===== src/rtl/sdcard_pkg.sv =====
/* shared types for the sd card reader: user commands, card type,
   controller states, sd command indices, frame layout and frame builder */
package sdcard_pkg;

  // user side command, sampled by the sector buffer
  typedef enum logic [1:0] {
    cmd_idle = 2'd0,
    cmd_read = 2'd1,
    cmd_next = 2'd2
  } user_cmd_e;

  // card type as decided during initialization
  typedef enum logic [1:0] {
    type_unknown = 2'd0,
    type_sdv1    = 2'd1,
    type_sdv2    = 2'd2,
    type_sdhc    = 2'd3
  } card_type_e;

  // controller state, also visible on the top level
  typedef enum logic [3:0] {
    st_power_up   = 4'd0,
    st_cmd0       = 4'd1,
    st_cmd8       = 4'd2,
    st_cmd55      = 4'd3,
    st_acmd41     = 4'd4,
    st_cmd58      = 4'd5,
    st_ready      = 4'd6,
    st_cmd17      = 4'd7,
    st_wait_token = 4'd8,
    st_data       = 4'd9,
    st_crc        = 4'd10,
    st_error      = 4'd11
  } card_stat_e;

  localparam int sector_bytes = 512;
  // start block token ahead of the data bytes
  localparam logic [7:0] data_token = 8'hFE;

  // command indices used in spi mode
  localparam logic [5:0] cmd_go_idle       = 6'd0;
  localparam logic [5:0] cmd_send_if_cond  = 6'd8;
  localparam logic [5:0] cmd_read_single   = 6'd17;
  localparam logic [5:0] acmd_send_op_cond = 6'd41;
  localparam logic [5:0] cmd_app           = 6'd55;
  localparam logic [5:0] cmd_read_ocr      = 6'd58;

  // 2.7-3.6 V range plus check pattern
  localparam logic [31:0] if_cond_arg = 32'h0000_01AA;
  // hcs bit set, host supports high capacity
  localparam logic [31:0] op_cond_arg = 32'h4000_0000;

  // crc7 only checked for cmd0 and cmd8 in spi mode
  localparam logic [6:0] crc7_cmd0  = 7'h4A;
  localparam logic [6:0] crc7_cmd8  = 7'h43;
  localparam logic [6:0] crc7_dummy = 7'h00;

  // 48-bit frame, sent msb first
  typedef struct packed {
    logic [1:0]  start;
    logic [5:0]  index;
    logic [31:0] arg;
    logic [7:0]  crc_end;
  } sd_cmd_t;

  function automatic sd_cmd_t build_cmd(logic [5:0] index, logic [31:0] arg, logic [6:0] crc7);
    sd_cmd_t frame;
    // start bit 0, transmission bit 1
    frame.start   = 2'b01;
    frame.index   = index;
    frame.arg     = arg;
    // stop bit closes the frame
    frame.crc_end = {crc7, 1'b1};
    return frame;
  endfunction

endpackage


===== src/rtl/sd_ifs.sv =====
/* spi_byte_if between controller and spi engine,
   sector_read_if between controller and sector buffer */
`timescale 1ns/1ps

interface spi_byte_if;
  // one byte exchange per start pulse
  logic       start;
  logic [7:0] tx_byte;
  logic       cs_n;
  // done pulses with rx_byte valid
  logic       done;
  logic [7:0] rx_byte;

  modport master (output start, output tx_byte, output cs_n, input done, input rx_byte);
  modport slave (input start, input tx_byte, input cs_n, output done, output rx_byte);
endinterface

interface sector_read_if;
  // read request from the buffer
  logic        rstart;
  logic [31:0] rsector;
  // rbusy also covers card initialization
  logic        rbusy;
  logic        rdone;
  // byte stream of the sector
  logic        outen;
  logic [8:0]  outaddr;
  logic [7:0]  outbyte;

  modport src (
    input rstart, input rsector,
    output rbusy, output rdone, output outen, output outaddr, output outbyte
  );
  modport dst (
    output rstart, output rsector,
    input rbusy, input rdone, input outen, input outaddr, input outbyte
  );
endinterface


===== src/rtl/sd_spi_phy.sv =====
/* spi mode-0 byte engine with clock divider,
   msb first, mosi idles high and sclk idles low */
`timescale 1ns/1ps

module sd_spi_phy #(
  parameter int clk_div = 2
) (
  input  logic       clk,
  input  logic       rst_n,
  spi_byte_if.slave  spi,
  output logic       sd_clk_o,
  output logic       sd_mosi_o,
  output logic       sd_cs_n_o,
  input  logic       sd_miso_i
);

  localparam int cnt_w = (clk_div > 1) ? $clog2(clk_div) : 1;

  logic             busy;
  logic [cnt_w-1:0] div_cnt;
  logic [2:0]       bit_cnt;
  logic [7:0]       tx_sr;
  logic [7:0]       rx_sr;
  logic             tick;

  // half period elapsed, toggle sclk
  assign tick = busy && (div_cnt == cnt_w'(clk_div - 1));
  assign spi.rx_byte = rx_sr;
  // chip select level comes straight from the controller
  assign sd_cs_n_o = spi.cs_n;

  always_ff @(posedge clk) begin
    if (!rst_n) begin
      busy      <= 1'b0;
      div_cnt   <= '0;
      bit_cnt   <= '0;
      sd_clk_o  <= 1'b0;
      sd_mosi_o <= 1'b1;
      spi.done  <= 1'b0;
    end else begin
      spi.done <= 1'b0;
      if (!busy) begin
        if (spi.start) begin
          busy      <= 1'b1;
          div_cnt   <= '0;
          bit_cnt   <= '0;
          // first bit must be ready before the first rising edge
          sd_mosi_o <= spi.tx_byte[7];
        end
      end else if (tick) begin
        div_cnt  <= '0;
        sd_clk_o <= !sd_clk_o;
        if (sd_clk_o) begin
          // falling edge, move to the next bit
          bit_cnt <= bit_cnt + 1'b1;
          if (bit_cnt == 3'd7) begin
            busy      <= 1'b0;
            spi.done  <= 1'b1;
            sd_mosi_o <= 1'b1;
          end else begin
            sd_mosi_o <= tx_sr[7];
          end
        end
      end else begin
        div_cnt <= div_cnt + 1'b1;
      end
    end
  end

  // shift registers for the byte in flight
  always_ff @(posedge clk) begin
    if (!busy && spi.start) begin
      tx_sr <= {spi.tx_byte[6:0], 1'b1};
    end else if (tick && sd_clk_o) begin
      tx_sr <= {tx_sr[6:0], 1'b1};
    end
    // sample miso on the rising edge
    if (tick && !sd_clk_o) begin
      rx_sr <= {rx_sr[6:0], sd_miso_i};
    end
  end

endmodule


===== src/rtl/sd_card_ctrl.sv =====
/* sd card controller in spi mode: power-up clocks, card identification
   (cmd0, cmd8, cmd55/acmd41, cmd58) and single block read with cmd17 */
`timescale 1ns/1ps

module sd_card_ctrl import sdcard_pkg::*; #(
  parameter int fast_init = 0
) (
  input  logic        clk,
  input  logic        rst_n,
  sector_read_if.src  rd,
  spi_byte_if.master  spi,
  output card_stat_e  card_stat_o,
  output card_type_e  card_type_o
);

  // 1 ms at a 100 MHz system clock before the 80 idle clocks
  localparam int pwr_wait_cycles = (fast_init != 0) ? 0 : 100_000;
  localparam int pwr_bytes       = 10;
  localparam int poll_limit      = 8;
  localparam int token_limit     = 1024;
  localparam int acmd41_limit    = 1024;

  // progress within one command exchange
  typedef enum logic [1:0] {
    ph_cmd,
    ph_resp,
    ph_extra
  } phase_e;

  card_stat_e  stat;
  card_type_e  ctype;
  phase_e      phase;
  logic [47:0] frame_q;
  logic [8:0]  byte_cnt;
  logic [9:0]  poll_cnt;
  logic [9:0]  retry_cnt;
  logic [16:0] wait_cnt;
  logic        waiting;
  logic [7:0]  r1_q;
  logic [31:0] extra_q;
  logic        xfer_en;
  logic        fin;
  logic [7:0]  fin_r1;
  logic [31:0] fin_ext;
  logic [31:0] card_addr;

  assign card_stat_o = stat;
  assign card_type_o = ctype;
  // frame bytes while sending a command, otherwise clock out ones
  assign spi.tx_byte = (phase == ph_cmd) ? frame_q[47:40] : 8'hFF;
  // standard capacity cards take a byte address
  assign card_addr = (ctype == type_sdhc) ? rd.rsector : {rd.rsector[22:0], 9'd0};

  always_comb begin
    xfer_en = 1'b1;
    if (stat == st_ready || stat == st_error) begin
      xfer_en = 1'b0;
    end
    if (stat == st_power_up && wait_cnt != '0) begin
      xfer_en = 1'b0;
    end
  end

  // complete response seen, r1 alone or r1 plus 4 trailing bytes
  always_comb begin
    fin     = 1'b0;
    fin_r1  = spi.rx_byte;
    fin_ext = {extra_q[23:0], spi.rx_byte};
    if (spi.done && stat inside {st_cmd0, st_cmd8, st_cmd55, st_acmd41, st_cmd58, st_cmd17}) begin
      if (phase == ph_resp && !spi.rx_byte[7] && !(stat inside {st_cmd8, st_cmd58})) begin
        fin = 1'b1;
      end
      if (phase == ph_extra && byte_cnt == 9'd3) begin
        fin    = 1'b1;
        fin_r1 = r1_q;
      end
    end
  end

  always_ff @(posedge clk) begin
    if (!rst_n) begin
      stat      <= st_power_up;
      ctype     <= type_unknown;
      phase     <= ph_resp;
      frame_q   <= '1;
      byte_cnt  <= '0;
      poll_cnt  <= '0;
      retry_cnt <= '0;
      wait_cnt  <= 17'(pwr_wait_cycles);
      waiting   <= 1'b0;
      spi.start <= 1'b0;
      spi.cs_n  <= 1'b1;
      rd.rbusy  <= 1'b1;
      rd.rdone  <= 1'b0;
      rd.outen  <= 1'b0;
    end else begin
      spi.start <= 1'b0;
      rd.rdone  <= 1'b0;
      rd.outen  <= 1'b0;
      if (stat == st_power_up && wait_cnt != '0) begin
        wait_cnt <= wait_cnt - 1'b1;
      end
      if (stat == st_error) begin
        spi.cs_n <= 1'b1;
      end
      // one byte in flight at a time
      if (xfer_en && !waiting) begin
        spi.start <= 1'b1;
        waiting   <= 1'b1;
      end

      if (spi.done) begin
        waiting <= 1'b0;
        case (stat)
          st_power_up: begin
            // idle clocks with cs high, then cmd0
            byte_cnt <= byte_cnt + 1'b1;
            if (byte_cnt == 9'(pwr_bytes - 1)) begin
              spi.cs_n <= 1'b0;
              frame_q  <= build_cmd(cmd_go_idle, 32'd0, crc7_cmd0);
              phase    <= ph_cmd;
              byte_cnt <= '0;
              stat     <= st_cmd0;
            end
          end
          st_wait_token: begin
            if (spi.rx_byte == data_token) begin
              stat     <= st_data;
              byte_cnt <= '0;
            end else if (spi.rx_byte != 8'hFF || poll_cnt == 10'(token_limit - 1)) begin
              // error token or no token at all
              stat <= st_error;
            end else begin
              poll_cnt <= poll_cnt + 1'b1;
            end
          end
          st_data: begin
            rd.outen <= 1'b1;
            byte_cnt <= byte_cnt + 1'b1;
            if (byte_cnt == 9'(sector_bytes - 1)) begin
              byte_cnt <= '0;
              stat     <= st_crc;
            end
          end
          st_crc: begin
            // two crc bytes, read and dropped
            byte_cnt <= byte_cnt + 1'b1;
            if (byte_cnt == 9'd1) begin
              stat     <= st_ready;
              spi.cs_n <= 1'b1;
              rd.rbusy <= 1'b0;
              rd.rdone <= 1'b1;
            end
          end
          default: begin
            case (phase)
              ph_cmd: begin
                frame_q  <= {frame_q[39:0], 8'hFF};
                byte_cnt <= byte_cnt + 1'b1;
                if (byte_cnt == 9'd5) begin
                  phase    <= ph_resp;
                  poll_cnt <= '0;
                end
              end
              ph_resp: begin
                // r1 starts with a zero msb
                if (spi.rx_byte[7]) begin
                  if (poll_cnt == 10'(poll_limit - 1)) begin
                    stat <= st_error;
                  end else begin
                    poll_cnt <= poll_cnt + 1'b1;
                  end
                end else if (stat inside {st_cmd8, st_cmd58}) begin
                  phase    <= ph_extra;
                  byte_cnt <= '0;
                end
              end
              default: begin
                byte_cnt <= byte_cnt + 1'b1;
              end
            endcase
          end
        endcase
      end

      if (fin) begin
        phase    <= ph_cmd;
        byte_cnt <= '0;
        case (stat)
          st_cmd0: begin
            if (fin_r1 == 8'h01) begin
              frame_q <= build_cmd(cmd_send_if_cond, if_cond_arg, crc7_cmd8);
              stat    <= st_cmd8;
            end else begin
              stat <= st_error;
            end
          end
          st_cmd8: begin
            // valid r7 echo marks a v2 card, v1 cards are not handled
            if (fin_r1 == 8'h01 && fin_ext[11:0] == if_cond_arg[11:0]) begin
              ctype   <= type_sdv2;
              frame_q <= build_cmd(cmd_app, 32'd0, crc7_dummy);
              stat    <= st_cmd55;
            end else begin
              stat <= st_error;
            end
          end
          st_cmd55: begin
            if (fin_r1[7:1] == 7'd0) begin
              frame_q <= build_cmd(acmd_send_op_cond, op_cond_arg, crc7_dummy);
              stat    <= st_acmd41;
            end else begin
              stat <= st_error;
            end
          end
          st_acmd41: begin
            if (fin_r1 == 8'h00) begin
              frame_q <= build_cmd(cmd_read_ocr, 32'd0, crc7_dummy);
              stat    <= st_cmd58;
            end else if (fin_r1 == 8'h01 && retry_cnt != 10'(acmd41_limit - 1)) begin
              // card still in idle, go round again
              retry_cnt <= retry_cnt + 1'b1;
              frame_q   <= build_cmd(cmd_app, 32'd0, crc7_dummy);
              stat      <= st_cmd55;
            end else begin
              stat <= st_error;
            end
          end
          st_cmd58: begin
            if (fin_r1 == 8'h00) begin
              // ccs bit of the ocr
              ctype    <= fin_ext[30] ? type_sdhc : type_sdv2;
              phase    <= ph_resp;
              spi.cs_n <= 1'b1;
              rd.rbusy <= 1'b0;
              stat     <= st_ready;
            end else begin
              stat <= st_error;
            end
          end
          st_cmd17: begin
            if (fin_r1 == 8'h00) begin
              phase    <= ph_resp;
              poll_cnt <= '0;
              stat     <= st_wait_token;
            end else begin
              stat <= st_error;
            end
          end
          default: begin
            stat <= st_error;
          end
        endcase
      end

      // new read request from the buffer
      if (stat == st_ready && rd.rstart) begin
        frame_q  <= build_cmd(cmd_read_single, card_addr, crc7_dummy);
        phase    <= ph_cmd;
        byte_cnt <= '0;
        spi.cs_n <= 1'b0;
        rd.rbusy <= 1'b1;
        stat     <= st_cmd17;
      end
    end
  end

  // received bytes, qualified later by outen, fin and phase
  always_ff @(posedge clk) begin
    if (spi.done) begin
      rd.outbyte <= spi.rx_byte;
      rd.outaddr <= byte_cnt;
      if (phase == ph_resp) begin
        r1_q <= spi.rx_byte;
      end
      if (phase == ph_extra) begin
        extra_q <= {extra_q[23:0], spi.rx_byte};
      end
    end
  end

endmodule


===== src/rtl/sector_buffer.sv =====
/* 512-byte sector store with user command decode,
   busy flag and byte read pointer */
`timescale 1ns/1ps

module sector_buffer import sdcard_pkg::*; (
  input  logic         clk,
  input  logic         rst_n,
  input  user_cmd_e    command_i,
  input  logic [31:0]  sector_address_i,
  output logic [7:0]   data_o,
  output logic         busy_o,
  sector_read_if.dst   rd
);

  typedef enum logic [1:0] {
    buf_init,
    buf_idle,
    buf_reading
  } buf_state_e;

  logic [7:0] mem [sector_bytes];
  logic [8:0] ptr;
  buf_state_e state;

  // byte under the read pointer
  assign data_o = mem[ptr];

  always_ff @(posedge clk) begin
    if (!rst_n) begin
      state     <= buf_init;
      ptr       <= '0;
      busy_o    <= 1'b1;
      rd.rstart <= 1'b0;
    end else begin
      rd.rstart <= 1'b0;
      case (state)
        buf_init: begin
          // wait for the card to finish initialization
          if (!rd.rbusy) begin
            busy_o <= 1'b0;
            state  <= buf_idle;
          end
        end
        buf_idle: begin
          if (command_i == cmd_read) begin
            rd.rstart <= 1'b1;
            ptr       <= '0;
            busy_o    <= 1'b1;
            state     <= buf_reading;
          end else if (command_i == cmd_next) begin
            // wraps from 511 back to 0
            ptr <= ptr + 1'b1;
          end
        end
        default: begin
          // user commands ignored until the sector is complete
          if (rd.rdone) begin
            busy_o <= 1'b0;
            state  <= buf_idle;
          end
        end
      endcase
    end
  end

  // sector number and byte store
  always_ff @(posedge clk) begin
    if (state == buf_idle && command_i == cmd_read) begin
      rd.rsector <= sector_address_i;
    end
    // position taken from the card stream
    if (rd.outen) begin
      mem[rd.outaddr] <= rd.outbyte;
    end
  end

endmodule


===== src/rtl/sdcard_top.sv =====
/* sd card sector reader top level:
   sector buffer, card controller and spi engine */
`timescale 1ns/1ps

module sdcard_top import sdcard_pkg::*; #(
  // spi half period in system clocks
  parameter int clk_div   = 2,
  // short power-up for simulation
  parameter int fast_init = 0
) (
  input  logic        clk,
  input  logic        rst_n,
  input  user_cmd_e   command_i,
  input  logic [31:0] sector_address_i,
  output logic [7:0]  data_o,
  output logic        busy_o,
  output card_stat_e  card_stat_o,
  output card_type_e  card_type_o,
  // card pins
  output logic        sd_clk_o,
  output logic        sd_mosi_o,
  output logic        sd_cs_n_o,
  input  logic        sd_miso_i
);

  spi_byte_if    spi_bus ();
  sector_read_if rd_bus ();

  sector_buffer i_sector_buffer (
    .clk              (clk),
    .rst_n            (rst_n),
    .command_i        (command_i),
    .sector_address_i (sector_address_i),
    .data_o           (data_o),
    .busy_o           (busy_o),
    .rd               (rd_bus.dst)
  );

  sd_card_ctrl #(
    .fast_init (fast_init)
  ) i_sd_card_ctrl (
    .clk         (clk),
    .rst_n       (rst_n),
    .rd          (rd_bus.src),
    .spi         (spi_bus.master),
    .card_stat_o (card_stat_o),
    .card_type_o (card_type_o)
  );

  sd_spi_phy #(
    .clk_div (clk_div)
  ) i_sd_spi_phy (
    .clk       (clk),
    .rst_n     (rst_n),
    .spi       (spi_bus.slave),
    .sd_clk_o  (sd_clk_o),
    .sd_mosi_o (sd_mosi_o),
    .sd_cs_n_o (sd_cs_n_o),
    .sd_miso_i (sd_miso_i)
  );

endmodule


===== config.mk =====
export PLATFORM = sky130hd
export DESIGN_NAME = sdcard_top
export DESIGN_NICKNAME = d
export VERILOG_FILES = /design/src/rtl/sdcard_pkg.sv /design/src/rtl/sd_ifs.sv /design/src/rtl/sd_spi_phy.sv /design/src/rtl/sd_card_ctrl.sv /design/src/rtl/sector_buffer.sv /design/src/rtl/sdcard_top.sv
export SDC_FILE = /design/constraint.sdc
export NUM_CORES = 2
export LEC_CHECK = 0
export BUFFER_PORTS_ARGS = -buffer_cell sky130_fd_sc_hd__buf_2
export CAP_MARGIN = 20
export CORE_MARGIN = 10
export CORE_UTILIZATION = 40
export CTS_BUF_LIST = sky130_fd_sc_hd__clkbuf_8
export CTS_CLUSTER_DIAMETER = 30
export CTS_CLUSTER_SIZE = 30
export DETAILED_ROUTE_END_ITERATION = 8
export HOLD_SLACK_MARGIN = 0.08
export SLEW_MARGIN = 30
export SYNTH_ARGS = -nofsm -noshare
export SYNTH_HDL_FRONTEND = slang
export SYNTH_HIERARCHICAL = 1
export SYNTH_SLANG_ARGS = --single-unit

===== constraint.sdc =====
create_clock -name clk -period 10.8 [get_ports clk]
set_input_delay 1.08 -clock clk [delete_from_list [all_inputs] [get_ports clk]]
set_output_delay 1.08 -clock clk [all_outputs]
set_load 0.05 [all_outputs]

# After elaboration in Yosys (flattened, before gate mapping)
# Memories as Yosys holds them, arrays and structs flattened. A register that Yosys moved wholly into a read port is not among the register bits.
# Index checks and enable logic that the tools add are counted.
# Widths: inputs -> output; s select.
# classes
muxes,127
bitwise,2
n_reduce_logical,66
add_sub_neg,7
eq_ne,55
# ops
cell,count
$mux 48,10
$pmux 48 s4,1
$pmux 48 s2,1
$mux 10,9
$mux 9,10
$mux 4,16
$mux 1,45
$mux 8,5
$pmux 10 s2,2
$pmux 9 s4,1
$mux 32,1
$mux 2,13
$pmux 4 s6,1
$reduce_bool 6->1,4
$reduce_bool 7->1,3
$add 10x1->10 const B,2
$add 9x1->9 const B,2
$reduce_bool 17->1,1
$sub 17x1->17 const B,1
$eq 4x3->1 const B,4
$eq 4x4->1 const B,4
$ne 4x1->1 const B,4
$pmux 2 s2,4
$pmux 4 s4,1
other kinds (51),112
# word_totals
wordCells,292
ramBits,4096
out_inout_bits,18
ff_bits,224
mem_count,1
# mem_list
memory,words,width,read_ports,rd_ports_with_merged_regs,wr,line,text
i_sector_buffer.mem,512,8,1,1,1,sector_buffer.sv:21,logic [7:0] mem [sector_bytes];

# Longest topological paths before layout
# depth
depth_word,11
mapped_depth,14

# Cells and area by module
# Netlist, hierarchy kept.
# by_module_without_submodules
module,seq_area_each_um2,area_each_um2,cells_per_inst,n_inst
sector_buffer,124399.3,163151.5,8183,1
sd_card_ctrl,3123.0,7440.9,815,1
sd_spi_phy,610.6,920.9,77,1

# Worst setup path before layout
# No wires, ideal clock.
# synth_timing
kind,reg2reg
from,register i_sd_card_ctrl.rd.outbyte[0]
to,"memory i_sector_buffer.mem[0][0], data pin"
path_slack_ns,3.207
period_less_slack_ns,7.593
path_stages_with_launch,1
arrival_ns,6.158
required_time_ns,9.365
setup_ns,1.435
path_cell_list,edfxtp_1
# synth_lines
element,line,text
"start, declared",sd_ifs.sv:32,"output rbusy, output rdone, output outen, output outaddr, output outbyte"
"start signal, assigned",sd_card_ctrl.sv:271,rd.outbyte <= spi.rx_byte;
"end, declared",sector_buffer.sv:21,
# No word-level cell before the write port.

==> impl_summary.log <==
[metrics] arrival time at the worst endpoint: 7.33 ns
[metrics] Post-synth EDFFs: 4,175
[metrics] area fraction in compound gates after synthesis: 4.60%
[metrics] post-synthesis async set-or-reset flop share: 0%
[metrics] vias in the first global route: 92,700
[metrics] Unique masters post-synth: 104
[metrics] H-tree lvl count: 6
[metrics] area share of the largest cell type after synthesis: 73.1%
[metrics] HP Class: in -> reg
[metrics] HPWL after detailed placement: 274 mm
[metrics] first-iteration detailed-routing DRC count: 11,700
[metrics] simple logic cell fraction of the synthesized area: 4.36%
[metrics] effective utilization at floorplan: 40.1%
[metrics] synthesized instance count: 9,075
[metrics] final setup TNS: 0 ns
[metrics] fraction of synthesized area in multiplexers: 13.8%
[metrics] total power divided by cell area: 178 nW/um^2
[metrics] number of instances resized during post-cts repair: 0
[metrics] maximum clock rate: 119 MHz
[metrics] final setup violation count: 0
[metrics] count of final max-slew check failures: 0
[metrics] met1 track utilization from global routing: 27.4%
[metrics] total placed instance area: 177,000 um^2
[metrics] first-pass GRT wire length: 664 mm
[metrics] clock transition time at the flip-flop clock pins of the worst setup and hold paths: 0.06 ns
[metrics] Layout Nets: 9,572
[metrics] number of storage elements in the synthesis netlist: 4,313
[metrics] area enclosed by the die boundary: 455,000 um^2
[metrics] Max Clock Skew: 0.0654 ns
[metrics] first-pass iteration count of the detailed router: 6
[metrics] final cell area excluding filler cells: 195,000 um^2
[metrics] run status: finished, final reports clean
[metrics] area growth from synthesis to layout: 13.4%
[metrics] post-route minimum period: 8.41 ns
[metrics] post-synthesis cell type with the largest combined area: sky130_fd_sc_hd__edfxtp_1
[metrics] Port Buffer Count: 54
[metrics] crit path max fanout: 41
[metrics] clock tree root driver cell: sky130_fd_sc_hd__clkbuf_8
[metrics] share of the clock period used by the worst path after layout: 77.9%
[metrics] sum of routed wire length over all layers: 461 mm
[metrics] share of final-layout standard cells stronger than drive strength 1: 22.5%
[metrics] maximum number of pins on one net before global-route repair: 214
[metrics] setup fix buffers added after clock tree synthesis: 0
[metrics] number of warnings reported in the yosys synthesis log: 6
[metrics] peak supply drop: 0.129 mV
[metrics] number of hold violations in the final report: 0
[metrics] max-capacitance violation count: 0
[metrics] fraction of met2 tracks used by global routing: 31.1%
[metrics] CTS tree: done
[metrics] DRC violation count after routing: 0
[metrics] synthesized area per cell: 18.9 um^2
[metrics] Post-Syn Area: 172,000 um^2
[metrics] initial antenna violation count: 30
[metrics] number of rows in the core area: 240
[metrics] prevailing post-synth register cell: sky130_fd_sc_hd__edfxtp_1
[metrics] Die Y: 675 um
[metrics] static leakage: 58.3 nW
[metrics] adder-cell share of the synthesized area: 0.0730%
[metrics] Area contributors post-synth: sky130_fd_sc_hd__edfxtp_1 73%, sky130_fd_sc_hd__mux4_2 8.7%, sky130_fd_sc_hd__mux2i_1 4.0%
[metrics] largest family of logic cells by synthesized area: multiplexers
[metrics] kind of end point of the critical path: primary output
[metrics] Clk Latency, worst-skew pair: 1.27 ns
[metrics] total grt overflow: 0
[metrics] RSZ-0062 raised after global routing: false
[metrics] number of buffers inserted during clock tree synthesis: 745
[metrics] global routing usage summed across all routing layers: 19.6%
[metrics] Worst Max-Slew Pin Slew: 1.17 ns
[metrics] post-route ant nets: 0
[metrics] total number of vias: 92,500
[metrics] Worst Setup Start Kind: register
[metrics] Slew HR: 21.7%
[metrics] global placement routability congestion: 0.886
[metrics] post-DR wirelength/cell: 29.0 um
[metrics] Synthesized Nets: 9,122
[metrics] Setup Crit Path Kind: reg -> out
[metrics] sequential share of the synthesized area: 74.7%
[metrics] largest buffer count on any clock path: 4
[metrics] peak-usage layer in the global routing report: met2
[metrics] vias per inst: 5.83
[metrics] Global Route met3 Usage: 4.01%
[metrics] XOR/XNOR share of the synthesized area: 0.153%
[metrics] clk sinks: 4,313
[metrics] number of ports placed on the die boundary: 55
[metrics] width of the die: 675 um
[metrics] worst endpoint required time: 9.72 ns
[metrics] Core Region: 427,000 um^2
[flip-flops by register name, indices dropped and copies added, names as in the netlist, 2 cells and up, named ones only]
name and flops:
i_sector_buffer/ptr 9, i_sd_card_ctrl/card_stat_o 4, i_sd_card_ctrl/rd.outbyte 8, i_sd_card_ctrl/byte_cnt 9, i_sd_card_ctrl/wait_cnt 17, i_sd_card_ctrl/rd.outaddr 9, i_sd_card_ctrl/retry_cnt 10, i_sd_card_ctrl/r1_q 8
i_sector_buffer/mem 4096, i_sd_card_ctrl/card_type_o 2, i_sd_spi_phy/tx_sr 7, i_sector_buffer/state 2, i_sector_buffer/rd.rsector 32, i_sd_card_ctrl/phase 2, i_sd_spi_phy/bit_cnt 3, i_sd_card_ctrl/frame_q 48
i_sd_spi_phy/spi.rx_byte 8, i_sd_card_ctrl/poll_cnt 10, i_sd_card_ctrl/extra_q 7
[power breakdown]
part / leakage (nW) / internal [mW] / switching, mW / total (mW)
Clock: 8.62 / 9.31 / 7.16 / 16.5
Sequential: 38.6 / 18.1 / 0.00427 / 18.1
Combinational: 11.0 / 0.0232 / 0.0254 / 0.0486
Total: 58.3 / 27.4 / 7.19 / 34.6
[metal layers]
layer / up-vias / wire (um)
li1: 38500 / -
met1: 48400 / 186000
met2: 4703 / 217000
met3: 837 / 42200
met4: 4 / 15700
met5: - / 27
[synth_stat cells (10+ instances only)]
| cell | n |
|---|---|
| sky130_fd_sc_hd__buf_8 | 24 |
| sky130_fd_sc_hd__buf_6 | 63 |
| sky130_fd_sc_hd__a221oi_1 | 11 |
| sky130_fd_sc_hd__or3_1 | 40 |
| sky130_fd_sc_hd__buf_4 | 40 |
| sky130_fd_sc_hd__nor3_1 | 130 |
| sky130_fd_sc_hd__nand3_1 | 74 |
| sky130_fd_sc_hd__o21ai_0 | 114 |
| sky130_fd_sc_hd__nor4_1 | 71 |
| sky130_fd_sc_hd__edfxtp_1 | 4175 |
| sky130_fd_sc_hd__buf_1 | 44 |
| sky130_fd_sc_hd__mux2i_1 | 682 |
| sky130_fd_sc_hd__a21o_1 | 16 |
| sky130_fd_sc_hd__inv_1 | 29 |
| sky130_fd_sc_hd__or2_2 | 45 |
| sky130_fd_sc_hd__o221ai_1 | 256 |
| sky130_fd_sc_hd__nand2_1 | 283 |
| sky130_fd_sc_hd__a2111oi_0 | 35 |
| sky130_fd_sc_hd__o21a_1 | 20 |
| sky130_fd_sc_hd__xor2_1 | 21 |
| sky130_fd_sc_hd__o31ai_1 | 24 |
| sky130_fd_sc_hd__or4_1 | 19 |
| sky130_fd_sc_hd__buf_12 | 42 |
| sky130_fd_sc_hd__and2_1 | 30 |
| sky130_fd_sc_hd__a22oi_1 | 41 |
| sky130_fd_sc_hd__mux2_2 | 45 |
| sky130_fd_sc_hd__mux4_1 | 50 |
| sky130_fd_sc_hd__buf_2 | 102 |
| sky130_fd_sc_hd__a31oi_1 | 26 |
| sky130_fd_sc_hd__nand4_1 | 47 |
| sky130_fd_sc_hd__nand4b_1 | 13 |
| sky130_fd_sc_hd__a211oi_1 | 52 |
| sky130_fd_sc_hd__ha_1 | 10 |
| sky130_fd_sc_hd__o211ai_1 | 20 |
| sky130_fd_sc_hd__o22ai_1 | 217 |
| sky130_fd_sc_hd__nor3b_1 | 12 |
| sky130_fd_sc_hd__clkbuf_1 | 253 |
| sky130_fd_sc_hd__nor2b_1 | 27 |
| sky130_fd_sc_hd__nand2b_1 | 33 |
| sky130_fd_sc_hd__and3_1 | 25 |
| sky130_fd_sc_hd__mux4_2 | 665 |
| sky130_fd_sc_hd__a21oi_1 | 165 |
| sky130_fd_sc_hd__dfxtp_1 | 138 |
| sky130_fd_sc_hd__nor2_1 | 669 |
[placed cells by master (no fill, tap or decap), types with 26 or more instances in the layout]
cell	instances
sky130_fd_sc_hd__clkinv_4	54
sky130_fd_sc_hd__a22oi_1	41
sky130_fd_sc_hd__nand3_1	70
sky130_fd_sc_hd__buf_2	54
sky130_fd_sc_hd__clkbuf_8	762
sky130_fd_sc_hd__or2_2	45
sky130_fd_sc_hd__buf_12	32
sky130_fd_sc_hd__o22ai_1	217
sky130_fd_sc_hd__diode_2	27
sky130_fd_sc_hd__dlygate4sd3_1	33
sky130_fd_sc_hd__nand2b_1	32
sky130_fd_sc_hd__a211oi_1	51
sky130_fd_sc_hd__nor3_1	126
sky130_fd_sc_hd__and2_1	29
sky130_fd_sc_hd__buf_4	136
sky130_fd_sc_hd__nand2_1	270
sky130_fd_sc_hd__bufinv_16	104
sky130_fd_sc_hd__edfxtp_1	4175
sky130_fd_sc_hd__o221ai_1	256
sky130_fd_sc_hd__a21oi_1	165
sky130_fd_sc_hd__nor2_1	663
sky130_fd_sc_hd__mux2i_1	682
sky130_fd_sc_hd__or3_1	40
sky130_fd_sc_hd__nor4_1	69
sky130_fd_sc_hd__mux2_2	45
sky130_fd_sc_hd__mux4_2	665
sky130_fd_sc_hd__mux4_1	50
sky130_fd_sc_hd__nand4_1	47
sky130_fd_sc_hd__o21ai_0	112
sky130_fd_sc_hd__a31oi_1	26
sky130_fd_sc_hd__dfxtp_1	133
sky130_fd_sc_hd__a2111oi_0	34
sky130_fd_sc_hd__clkinvlp_4	89
sky130_fd_sc_hd__clkinv_1	90
sky130_fd_sc_hd__clkinv_2	123
sky130_fd_sc_hd__nor2b_1	26
sky130_fd_sc_hd__inv_6	63
sky130_fd_sc_hd__inv_1	104
[critical path: stages (launching register included)]
cell and delay (ns):
sky130_fd_sc_hd__dfxtp_4 0.83, sky130_fd_sc_hd__buf_4 0.60, sky130_fd_sc_hd__buf_4 0.70, sky130_fd_sc_hd__mux4_2 0.62, sky130_fd_sc_hd__o21a_1 0.20, sky130_fd_sc_hd__a211oi_1 0.86
sky130_fd_sc_hd__nor4_1 0.32, sky130_fd_sc_hd__nand4_1 0.33, sky130_fd_sc_hd__nand4_1 0.68, sky130_fd_sc_hd__and3_1 0.55, sky130_fd_sc_hd__buf_2 0.25
[final cells by class]
cell class	instances	area [um^2]
multi-input cells	4159	39700
well taps	5687	7120
diodes	27	67.6
flip-flops and latches	4313	128000
clock buffers	762	10500
clock inverters	617	6290
fillers	36000	233000
inverters	31	129
repair buffers	275	2620
[logic make-up after synthesis]
family,after synthesis
compound gates,1100
buf+inv,603
xor+xnor,30
mux,1443
flops,4313
simple gates,1576
fa+ha+maj,10
[final timing paths]
path	slack, ns	cells past startpoint	startpoint	end
min	0.34	3	rst_n	i_sd_spi_phy/sd_mosi_o$_SDFFE_PN1P_
min reg2reg	0.40	0	i_sd_card_ctrl/extra_q[14]$_DFFE_PP_	i_sd_card_ctrl/extra_q[22]$_DFFE_PP_
max reg2reg	6.84	6	i_sd_card_ctrl/phase[1]$_SDFFE_PP0P_	i_sd_card_ctrl/poll_cnt[1]$_SDFF_PN0_
max	2.39	10	register	data_o[0]
[through the flow]
step / total power [mW] / instances / worst slack [ns] / hold slack, ns / util, %
finish: 34.6 / 15900 / 2.39 / 0.338 / 45.5
global route: 35.6 / 15900 / 2.32 / 0.270 / 45.5
CTS: 34.8 / 15800 / 2.42 / 0.211 / 45.4
detailed placement: 18.5 / 14400 / 3.78 / 0.423 / 41.4
global placement: 18.5 / 14400 / 3.76 / 0.415 / 41.4
floorplan: 18.4 / 9075 / 3.21 / 0.400 / -
[what timing repair did]
action | CTS | global route
hold endpoints to repair | 33 | 0
hold buffers | 33 | 0
setup endpoints to repair | 0 | 0
(Power assumes the default switching activity.)
